File: src/include/cpu_settings.svh
//********************
// word, register and instruction field widths
// for the four-stage 16-bit CPU
//********************

`ifndef CPU_SETTINGS_SVH
`define CPU_SETTINGS_SVH

// data and instruction words share one width
`define CPU_WORD_BITS 16

// register file
`define CPU_NUM_REGS 8
`define CPU_REG_BITS 3

// instruction fields
`define CPU_OPCODE_BITS 3
`define CPU_IMM_BITS 9

`endif

File: src/rtl/cpuPkg.sv
//********************
// opcode and ALU enums, instruction word union,
// stage structs passed between pipeline stages
//********************

`include "cpu_settings.svh"

package cpuPkg;

    typedef enum logic [`CPU_OPCODE_BITS-1:0] {
        mv    = 3'd0,
        mvtB  = 3'd1, // mvt with immFlag set, b otherwise
        add   = 3'd2,
        sub   = 3'd3,
        ld    = 3'd4,
        st    = 3'd5,
        andOp = 3'd6,
        nop   = 3'd7
    } opcodeE;

    typedef enum logic [2:0] {
        aluNone,
        aluMove,
        aluAdd,
        aluSub,
        aluAnd,
        aluHigh // low immediate byte into the upper byte
    } aluOpE;

    typedef union packed {
        struct packed {
            opcodeE                   opcode;
            logic                     immFlag;
            logic [`CPU_REG_BITS-1:0] rX;
            logic [5:0]               pad; // unused in register form
            logic [`CPU_REG_BITS-1:0] rY;
        } regForm;
        struct packed {
            opcodeE                   opcode;
            logic                     immFlag;
            logic [`CPU_REG_BITS-1:0] rX;
            logic [`CPU_IMM_BITS-1:0] imm9; // signed
        } immForm;
    } instrWordU;

    typedef struct packed {
        logic                      valid;
        aluOpE                     aluOp;
        logic                      isBranch;
        logic                      isLoad;
        logic                      isStore;
        logic                      writeback;
        logic [`CPU_REG_BITS-1:0]  rX;
        logic [`CPU_WORD_BITS-1:0] operandA; // value of rX
        logic [`CPU_WORD_BITS-1:0] operandB; // rY or sign-extended immediate
        logic [`CPU_WORD_BITS-1:0] pcNext;
    } decodedOpS;

    typedef struct packed {
        logic                      valid;
        logic                      isLoad;
        logic                      isStore;
        logic                      writeback;
        logic [`CPU_REG_BITS-1:0]  rX;
        logic [`CPU_WORD_BITS-1:0] result; // also the data address for ld/st
        logic [`CPU_WORD_BITS-1:0] storeData;
    } execResultS;

    typedef struct packed {
        logic                      valid;
        logic [`CPU_REG_BITS-1:0]  rX;
        logic [`CPU_WORD_BITS-1:0] value;
    } writebackS;

endpackage

File: src/rtl/regFile.sv
//********************
// register file: eight words, two read ports,
// one write port with write-through
//********************

`timescale 1ns/100ps

`include "cpu_settings.svh"

module regFile import cpuPkg::*; (
    input  logic                      Clock,
    input  logic                      Reset,
    input  logic [`CPU_REG_BITS-1:0]  readIndexA,
    input  logic [`CPU_REG_BITS-1:0]  readIndexB,
    output logic [`CPU_WORD_BITS-1:0] readDataA,
    output logic [`CPU_WORD_BITS-1:0] readDataB,
    input  writebackS                 wb
);

    logic [`CPU_WORD_BITS-1:0] regs [`CPU_NUM_REGS];

    always_ff @(posedge Clock or posedge Reset) begin
        if (Reset) begin
            for (int i = 0; i < `CPU_NUM_REGS; i++) begin
                regs[i] <= '0;
            end
        end else if (wb.valid) begin
            regs[wb.rX] <= wb.value;
        end
    end

    // a read of the register being written sees the new value
    assign readDataA = (wb.valid && wb.rX == readIndexA) ? wb.value : regs[readIndexA];
    assign readDataB = (wb.valid && wb.rX == readIndexB) ? wb.value : regs[readIndexB];

endmodule

File: src/rtl/instrDecode.sv
//********************
// decode stage: splits the fetched word, reads
// operands and registers the decoded operation
//********************

`timescale 1ns/100ps

`include "cpu_settings.svh"

module instrDecode import cpuPkg::*; (
    input  logic                      Clock,
    input  logic                      Reset,
    input  logic                      stall,
    input  logic                      flush,
    input  instrWordU                 instrWord,
    input  logic [`CPU_WORD_BITS-1:0] pc,
    output logic [`CPU_REG_BITS-1:0]  readIndexA,
    output logic [`CPU_REG_BITS-1:0]  readIndexB,
    input  logic [`CPU_WORD_BITS-1:0] readDataA,
    input  logic [`CPU_WORD_BITS-1:0] readDataB,
    output decodedOpS                 decoded
);

    decodedOpS                 next;
    logic [`CPU_WORD_BITS-1:0] immExt;
    logic                      isZeroWord;

    assign readIndexA = instrWord.immForm.rX;
    assign readIndexB = instrWord.regForm.rY;

    assign immExt = {{(`CPU_WORD_BITS-`CPU_IMM_BITS){instrWord.immForm.imm9[`CPU_IMM_BITS-1]}},
                     instrWord.immForm.imm9};
    assign isZeroWord = (instrWord == '0); // the all-zero word is a no-op

    always_comb begin
        next          = '0;
        next.valid    = !isZeroWord;
        next.rX       = instrWord.immForm.rX;
        next.operandA = readDataA;
        next.operandB = instrWord.immForm.immFlag ? immExt : readDataB;
        next.pcNext   = pc + 1'b1;
        case (instrWord.immForm.opcode)
            mv: begin
                next.aluOp     = aluMove;
                next.writeback = 1'b1;
            end
            mvtB: begin
                if (instrWord.immForm.immFlag) begin
                    next.aluOp     = aluHigh; // mvt
                    next.writeback = 1'b1;
                end else begin
                    next.isBranch = 1'b1; // b with signed offset
                    next.operandB = immExt;
                end
            end
            add: begin
                next.aluOp     = aluAdd;
                next.writeback = 1'b1;
            end
            sub: begin
                next.aluOp     = aluSub;
                next.writeback = 1'b1;
            end
            ld: begin
                next.aluOp     = aluMove; // operandB passes through as the address
                next.isLoad    = 1'b1;
                next.writeback = 1'b1;
            end
            st: begin
                next.aluOp   = aluMove;
                next.isStore = 1'b1;
            end
            andOp: begin
                next.aluOp     = aluAnd;
                next.writeback = 1'b1;
            end
            default: next.valid = 1'b0; // opcode 111
        endcase
    end

    always_ff @(posedge Clock or posedge Reset) begin
        if (Reset) begin
            decoded <= '0;
        end else if (!stall) begin
            if (flush || !next.valid) begin
                decoded <= '0; // bubble
            end else begin
                decoded <= next;
            end
        end
    end

    // a taken branch in the decode register is followed by a bubble
    assert property (@(posedge Clock) disable iff (Reset)
        decoded.valid && decoded.isBranch && !stall |=> !decoded.valid)
        else $error("instruction after a taken branch was not flushed");

endmodule

File: src/rtl/aluExecute.sv
//********************
// execute stage: ALU, branch target and decision,
// execute pipeline register
//********************

`timescale 1ns/100ps

`include "cpu_settings.svh"

module aluExecute import cpuPkg::*; (
    input  logic                      Clock,
    input  logic                      Reset,
    input  logic                      stall,
    input  decodedOpS                 decoded,
    output logic                      branchTaken,
    output logic [`CPU_WORD_BITS-1:0] branchTarget,
    output execResultS                result
);

    localparam int HalfBits = `CPU_WORD_BITS / 2;

    logic [`CPU_WORD_BITS-1:0] aluOut;

    always_comb begin
        case (decoded.aluOp)
            aluMove: aluOut = decoded.operandB;
            aluAdd:  aluOut = decoded.operandA + decoded.operandB;
            aluSub:  aluOut = decoded.operandA - decoded.operandB;
            aluAnd:  aluOut = decoded.operandA & decoded.operandB;
            aluHigh: aluOut = {decoded.operandB[HalfBits-1:0], {HalfBits{1'b0}}};
            default: aluOut = '0;
        endcase
    end

    assign branchTarget = decoded.pcNext + decoded.operandB;
    assign branchTaken  = decoded.valid && decoded.isBranch && !stall;

    always_ff @(posedge Clock or posedge Reset) begin
        if (Reset) begin
            result <= '0;
        end else if (!stall) begin
            result.valid     <= decoded.valid;
            result.isLoad    <= decoded.isLoad;
            result.isStore   <= decoded.isStore;
            result.writeback <= decoded.writeback; // clear for branches
            result.rX        <= decoded.rX;
            result.result    <= aluOut;
            result.storeData <= decoded.operandA;
        end
    end

    // a branch held by a stall stays pending and redirects the PC once the stall ends
    assert property (@(posedge Clock) disable iff (Reset)
        stall && decoded.valid && decoded.isBranch |=> decoded.valid && decoded.isBranch)
        else $error("branch dropped during stall");

endmodule

File: src/rtl/memResult.sv
//********************
// memory stage: data port request with wait
// handshake, writeback register
//********************

`timescale 1ns/100ps

`include "cpu_settings.svh"

module memResult import cpuPkg::*; (
    input  logic                      Clock,
    input  logic                      Reset,
    input  execResultS                exec,
    output logic [`CPU_WORD_BITS-1:0] DataAddr,
    output logic [`CPU_WORD_BITS-1:0] DataOut,
    output logic                      ReadData,
    output logic                      WriteData,
    input  logic [`CPU_WORD_BITS-1:0] DataIn,
    input  logic                      DataWaitreq,
    output logic                      memBusy,
    output writebackS                 wb
);

    logic                      request;
    logic [`CPU_WORD_BITS-1:0] wbValue;

    // request comes straight from the execute register, which holds while busy
    assign ReadData  = exec.valid && exec.isLoad;
    assign WriteData = exec.valid && exec.isStore;
    assign DataAddr  = exec.result;
    assign DataOut   = exec.storeData;

    assign request = ReadData || WriteData;
    assign memBusy = request && DataWaitreq;

    assign wbValue = exec.isLoad ? DataIn : exec.result; // DataIn valid on completion

    always_ff @(posedge Clock or posedge Reset) begin
        if (Reset) begin
            wb <= '0;
        end else begin
            wb.valid <= exec.valid && exec.writeback && !memBusy;
            wb.rX    <= exec.rX;
            wb.value <= wbValue;
        end
    end

    assert property (@(posedge Clock) disable iff (Reset) !(ReadData && WriteData))
        else $error("read and write requested together");

    // request must hold steady until the wait is released
    assert property (@(posedge Clock) disable iff (Reset)
        memBusy |=> $stable({ReadData, WriteData, DataAddr, DataOut}))
        else $error("data request changed during wait");

endmodule

File: src/rtl/cpuCore.sv
//********************
// top level of the four-stage CPU: PC and fetch,
// stall and flush wiring, stage instances
//********************

`timescale 1ns/100ps

`include "cpu_settings.svh"

module cpuCore import cpuPkg::*; (
    input  logic                      Clock,
    input  logic                      Reset,
    output logic [`CPU_WORD_BITS-1:0] InstrAddr,
    input  logic [`CPU_WORD_BITS-1:0] InstrIn,
    output logic [`CPU_WORD_BITS-1:0] DataAddr,
    output logic [`CPU_WORD_BITS-1:0] DataOut,
    input  logic [`CPU_WORD_BITS-1:0] DataIn,
    output logic                      ReadData,
    output logic                      WriteData,
    input  logic                      DataWaitreq
);

    logic [`CPU_WORD_BITS-1:0] pc;
    logic [`CPU_WORD_BITS-1:0] branchTarget;
    logic [`CPU_WORD_BITS-1:0] readDataA;
    logic [`CPU_WORD_BITS-1:0] readDataB;
    logic [`CPU_REG_BITS-1:0]  readIndexA;
    logic [`CPU_REG_BITS-1:0]  readIndexB;
    logic                      branchTaken;
    logic                      memBusy;
    instrWordU                 instrWord;
    decodedOpS                 decoded;
    execResultS                execResult;
    writebackS                 wb;

    assign InstrAddr = pc;
    assign instrWord = instrWordU'(InstrIn); // async ROM, word belongs to this pc

    always_ff @(posedge Clock or posedge Reset) begin
        if (Reset) begin
            pc <= '0;
        end else if (branchTaken) begin
            pc <= branchTarget;
        end else if (!memBusy) begin
            pc <= pc + 1'b1;
        end
    end

    regFile u_regFile (
        .Clock, .Reset, .readIndexA, .readIndexB, .readDataA, .readDataB, .wb
    );

    instrDecode u_instrDecode (
        .Clock, .Reset, .stall(memBusy), .flush(branchTaken), .instrWord, .pc,
        .readIndexA, .readIndexB, .readDataA, .readDataB, .decoded
    );

    aluExecute u_aluExecute (
        .Clock, .Reset, .stall(memBusy), .decoded, .branchTaken, .branchTarget,
        .result(execResult)
    );

    memResult u_memResult (
        .Clock, .Reset, .exec(execResult), .DataAddr, .DataOut, .ReadData, .WriteData,
        .DataIn, .DataWaitreq, .memBusy, .wb
    );

endmodule

File: config.mk
export PLATFORM = sky130hd
export DESIGN_NAME = cpuCore
export DESIGN_NICKNAME = d
export VERILOG_FILES = /design/src/rtl/cpuPkg.sv /design/src/rtl/regFile.sv /design/src/rtl/instrDecode.sv /design/src/rtl/aluExecute.sv /design/src/rtl/memResult.sv /design/src/rtl/cpuCore.sv
export VERILOG_INCLUDE_DIRS = /design/src /design/src/include
export SDC_FILE = /design/constraint.sdc
export NUM_CORES = 1
export LEC_CHECK = 0
export CAP_MARGIN = 20
export CORE_MARGIN = 3
export CORE_UTILIZATION = 65
export DETAILED_ROUTE_END_ITERATION = 10
export DONT_BUFFER_PORTS = 1
export GPL_ROUTABILITY_DRIVEN = 0
export GPL_TIMING_DRIVEN = 0
export PLACE_DENSITY = 0.81
export SETUP_SLACK_MARGIN = 0.3
export SYNTH_ARGS = -nofsm -noshare
export SYNTH_HDL_FRONTEND = slang
export SYNTH_SLANG_ARGS = --single-unit
File: constraint.sdc
create_clock -name Clock -period 10.09 [get_ports Clock]
set_clock_uncertainty 0.05 [all_clocks]
set_input_delay 1.009 -clock Clock [delete_from_list [all_inputs] [get_ports Clock]]
set_output_delay 1.009 -clock Clock [all_outputs]
set_load 0.02 [all_outputs]
# Word level (Yosys, flattened, before mapping)

Index checks and enable logic that the tools add are counted.

Logic and storage cells: 103
Register bits after elaboration: 262
Output and inout port bits: 50

Reduce and logical (&&, ||, !) cells: 20
Bitwise logic cells: 4
Mux-type cells: 28
Eq/ne operators: 14
Add/sub/neg operators: 4
Magnitude comparators: 4

Operators by type and width:

| operator                | count |
|---|---|
| $mux W16                | 13 |
| $bwmux W128             | 1 |
| $bmux W16 S3            | 2 |
| $pmux W16 S5            | 1 |
| $mux W59                | 1 |
| $demux W16 S3           | 1 |
| $add A16 B16 Y16        | 2 |
| $add A16 B1 Y16 const B | 1 |
| $and A16 B16 Y16        | 1 |
| $logic_not A16 Y1       | 1 |
| $sub A16 B16 Y16        | 1 |
| $eq A3 B3 Y1 const B    | 5 |
| $pmux W3 S5             | 1 |
| $eq A3 B2 Y1 const B    | 4 |
| $ge A4 B4 Y1 const B    | 3 |
| $not A3 Y4              | 3 |
| $logic_and A1 B1 Y1     | 10 |
| $reduce_or A7 Y1        | 1 |
| $eq A3 B1 Y1 const B    | 2 |
| $eq A3 B3 Y1            | 2 |
| $mux W1                 | 6 |
| $reduce_or A5 Y1        | 1 |
| $lt A4 B1 Y1 const B    | 1 |
| $logic_not A1 Y1        | 3 |
| other kinds (6)         | 7 |

# Longest topological paths before layout

Depth after elaboration: 9
Depth in mapped cells: 15
Gate-level depth less buffers: 12

# Hierarchy

A second synthesis with hierarchy kept.

Cells, all modules: 1309
Area, all modules: 15657.5 um2

Modules (own cells, without submodules):

| module      | sequential area each (um2) | cells an instance | instances | area an instance (um2) |
|---|---|---|---|---|
| regFile     | 3203.1                     | 453               | 1         | 7369.6 |
| aluExecute  | 975.9                      | 414               | 1         | 3563.4 |
| instrDecode | 1476.4                     | 254               | 1         | 2695.1 |
| memResult   | 500.5                      | 77                | 1         | 1022.2 |
| cpuCore     | 400.4                      | 111               | 1         | 1007.2 |

# Least setup slack after synthesis

Ideal clock, no wire load.

Path type: flip-flop to flip-flop
From: register u_instrDecode.decoded[18] (netlist name)
To: register u_aluExecute.result[30] in the netlist's numbering
Setup time: 0.145 ns
Slack: 6.823 ns
Arrival time: 3.072 ns
Stages on the path, launching flop included: 12
Required time: 9.895 ns
Period minus slack after synthesis: 3.267 ns
Cell sequence: dfrtp_1 buf_6 or4_4 o41ai_1 xor2_1 ha_1 and3_1 and3_1 a2111oi_0 o31ai_1 mux2i_1 o211ai_1

Cells in the longest elaborated chain, start to end: 2
Elaborated cells on any way between the ends: 3
Those cells by class: add/sub: 2; mux: 1

Ends and longest elaborated chain:

| element                                              | line                               | text |
|---|---|---|
| $sub A16 B16 Y16 or $add A16 B16 Y16 (tied branches) | aluExecute.sv:28, aluExecute.sv:27 |  |
| $pmux W16 S5 *                                       | aluExecute.sv:25                   | `case (decoded.aluOp)` |
| end, declared                                        | aluExecute.sv:17                   | `output execResultS result` |

Mark *: on every way between the ends. The rest lies on a longest branch, timed or not.
A chain may end at the register's enable or synchronous reset.

# Worst setup path in the final report

From: register u_instrDecode.decoded[19] (netlist name)
To: register u_aluExecute.result[30] in the netlist's numbering

Cells in the longest elaborated chain, start to end: 2
Elaborated cells on any way between the ends: 3
Those cells by class: add/sub: 2; mux: 1

Ends and longest elaborated chain:

| element                                              | line |
|---|---|
| $sub A16 B16 Y16 or $add A16 B16 Y16 (tied branches) | aluExecute.sv:28, aluExecute.sv:27 |
| $pmux W16 S5 *                                       | aluExecute.sv:25 |

Marks and branches as above.

==> results.sh <==
export IMPL_ios=85
export IMPL_grt_usage_pct=34.2
export IMPL_internal_power_mw=3.11
export IMPL_cts_sink_count=262
export IMPL_dp_hpwl_um=29300
export IMPL_clkPwrFrac_pct=22.8
export IMPL_cts_hold_buf=0
export IMPL_cts_buffers=28
export IMPL_relSlewSlack_pct=36.2
export IMPL_crit_path_start_kind="flip-flop"
export IMPL_synth_top_cell_by_area="dfrtp_1"
export IMPL_cts_post_setup_buffers_inserted=0
export IMPL_clockRootBuffer="clkbuf_16"
export IMPL_end_kind="flip-flop"
export IMPL_antenna_found_initial=0
export IMPL_yosysSeqAreaShare_pct=43.9
export IMPL_cts_tree="built"
export IMPL_whs_ps=332
export IMPL_rsz0062_at_grt="false"
export IMPL_cp_max_fo=7
export IMPL_clk_pin_slew_ps=60
export IMPL_min_to="u_memResult.wb[16]"
export IMPL_synthFlopType="dfrtp_1"
export IMPL_power_frac_seq_pct=37.3
export IMPL_port_buffers=0
export IMPL_final_fill_count=1486
export IMPL_cp_required_ps=10450
export IMPL_drt_pass1_iterations=7
export IMPL_final_max_slew_viol_count=0
export IMPL_multiInputGateArea_um2=7680
export IMPL_rrSetupSlack_ps=6160
export IMPL_p_leak_nw=7.39
export IMPL_grt_ovfl_total=0
export IMPL_vias_per_cell=6.85
export IMPL_min_from="u_aluExecute.result[32]"
export IMPL_rr_endpoint="u_aluExecute.result[30]"
export IMPL_seq_area_um2=6560
export IMPL_drv_cap=0
export IMPL_switching_share_pct=38.8
export IMPL_start_util_pct=67.2
export IMPL_synthCells=1352
export IMPL_final_net_count=1454
export IMPL_synth_top_cells_by_area="dfrtp_1, mux2_2, mux4_2"
export IMPL_netlist_area_um2=14900
export IMPL_switching_power_mw=1.97
export IMPL_p_total_mw=5.07
export IMPL_synth_nets=1422
export IMPL_ys_types=73
export IMPL_met1Wirelength_um=15500
export IMPL_syn_to_final_growth_pct=9.62
export IMPL_comb_power_share_pct=39.9
export IMPL_p_per_area_nw_per_um2=310
export IMPL_synthMostInstantiatedCell="dfrtp_1"
export IMPL_whs_path_depth=0
export IMPL_worst_pin_slew_ps=957
export IMPL_core_area_um2=22200
export IMPL_ys_ff_latch=262
export IMPL_drc=0
export IMPL_yosysWarnings=0
export IMPL_drive_above_1_share_pct=24.3
export IMPL_ant_nets=0
export IMPL_finalSetupViolCount=0
export IMPL_htree_levels=1
export IMPL_syn_avg_cell_area_um2=11.1
export IMPL_vias=11557
export IMPL_ir_drop_uv=192
export IMPL_die_w_um=158
export IMPL_final_hold_violation_count=0
export IMPL_synthTopCellsByCount="dfrtp_1, nand2_1, mux2_2, o21ai_0, clkbuf_1"
export IMPL_synth_edf_count=0
export IMPL_cp_arrival_ps=4290
export IMPL_grt_max_degree=137
export IMPL_wirelength_um=42000
export IMPL_fin_area_um2=16400
export IMPL_max_freq_ghz=0.255
export IMPL_r2r_cells=12
export IMPL_crit_type="flip-flop to flip-flop"
export IMPL_rr_startpoint="u_instrDecode.decoded[19]"
export IMPL_fp_row_count=54
export IMPL_async_flop_share_pct=100
export IMPL_status="complete, no violations"
export IMPL_wl_per_cell_um=24.9
export IMPL_fin_crit_ps=3930
export IMPL_highest_layer="met4"
export IMPL_die_y_um=158
export IMPL_drt_iter0_drc=1583
export IMPL_die_area_um2=24800
export IMPL_worstSkewPairLatency_ps=570
export IMPL_grt_pass1_wl_um=65500
export IMPL_synth_top_cell_area_share_pct=43.9
export IMPL_place_area_um2=15300
export IMPL_wl_met3_um=3170
export IMPL_post_route_period_util_pct=38.9
export IMPL_cts_buffer_depth=3
export IMPL_grt_pass1_vias=11823
export IMPL_fin_util_pct=73.7
export IMPL_worstHoldPathType="flip-flop to flip-flop"
export IMPL_wl_met2_um=21000
export IMPL_ctsResizeCount=0
-- power groups by stage --
stage	logic, mW	clock network (mW)	registers, mW
2_1_floorplan	1.59	0	1.74
5_1_grt	2.20	1.21	1.94
4_1_cts	1.99	1.16	1.88
3_5_place_dp	1.97	0	1.88
3_3_place_gp	1.91	0	1.85
6_report	2.03	1.15	1.89
-- worst max-delay path by stage --
stage,start,endpoint,slack (ps),cells after the start
floorplan,Reset,InstrAddr[0],1820,1
global placement,Reset,u_regFile.regs[108],-640,1
detailed placement,u_instrDecode.decoded[19],u_aluExecute.result[30],6250,12
CTS,u_instrDecode.decoded[19],u_aluExecute.result[30],6210,12
global route,u_instrDecode.decoded[19],u_aluExecute.result[28],5960,11
finish,u_instrDecode.decoded[19],u_aluExecute.result[30],6160,12
-- flip-flops by register name (all words and copies together), names as in the netlist --
register and cells:
u_regFile.regs 128, InstrAddr 16, u_instrDecode.decoded 59, u_memResult.wb 20
u_aluExecute.result 39
-- area by class of cell --
| type | count | share of cell area, % |
|---|---|---|
| diodes | 1 | 0.0153 |
| plain buffers | 129 | 3.89 |
| clock buffers | 37 | 4.85 |
| clock inverters | 15 | 1.53 |
| inverters | 18 | 0.458 |
| multi-input cells | 943 | 46.9 |
| flip-flops and latches | 262 | 40.0 |
| well taps | 280 | 2.14 |
| repair buffers | 2 | 0.199 |
-- metrics by stage --
stage,cells,worst slack (ps),setup TNS [ps]
global route,1686,5960,0
detailed placement,1634,6250,0
floorplan,1352,1820,0
global placement,1632,-643,-163770
CTS,1686,6210,0
finish,1687,6160,0
-- per-layer routing --
metal  GRT usage, %  vias up
met5              0        -
met4           16.5        0
met3           6.78      181
met2           59.2      621
met1           41.4     5756
li1               -     4999
-- logic make-up (layout without fill, tap and decap cells) --
family / after synthesis / in the layout / synth area share (%)
and+or+nand+nor: 329 / 329 / 10.2
AOI/OAI and AO/OA: 282 / 282 / 11.9
DFF: 262 / 262 / 43.9
muxes: 245 / 245 / 23.1
buffers and inverters: 147 / 201 / 4.71
xor gates and xnor gates: 52 / 52 / 3.05
adders and majority gates: 35 / 35 / 3.03
other: 0 / 1 / 0
-- worst max-delay path: stages, from the launching register on --
cell and delay (ps):
dfrtp_1 420, clkbuf_2 230, or4_4 600, nor3_1 230, a21oi_1 130, xnor2_1 150
ha_1 340, and3_1 210, and3_1 200, a2111oi_0 740, o31ai_1 200, mux2i_1 190
o211ai_1 100
-- placed cells by master (no fill, tap or decap), types with 32 or more instances in the layout --
cell,instances
a21oi_1,52
buf_4,32
clkbuf_1,74
dfrtp_1,262
ha_1,33
mux2_2,162
mux4_2,64
nand2_1,180
nor2_1,43
o21ai_0,108
Note: power is estimated with default switching activity, not from simulation.
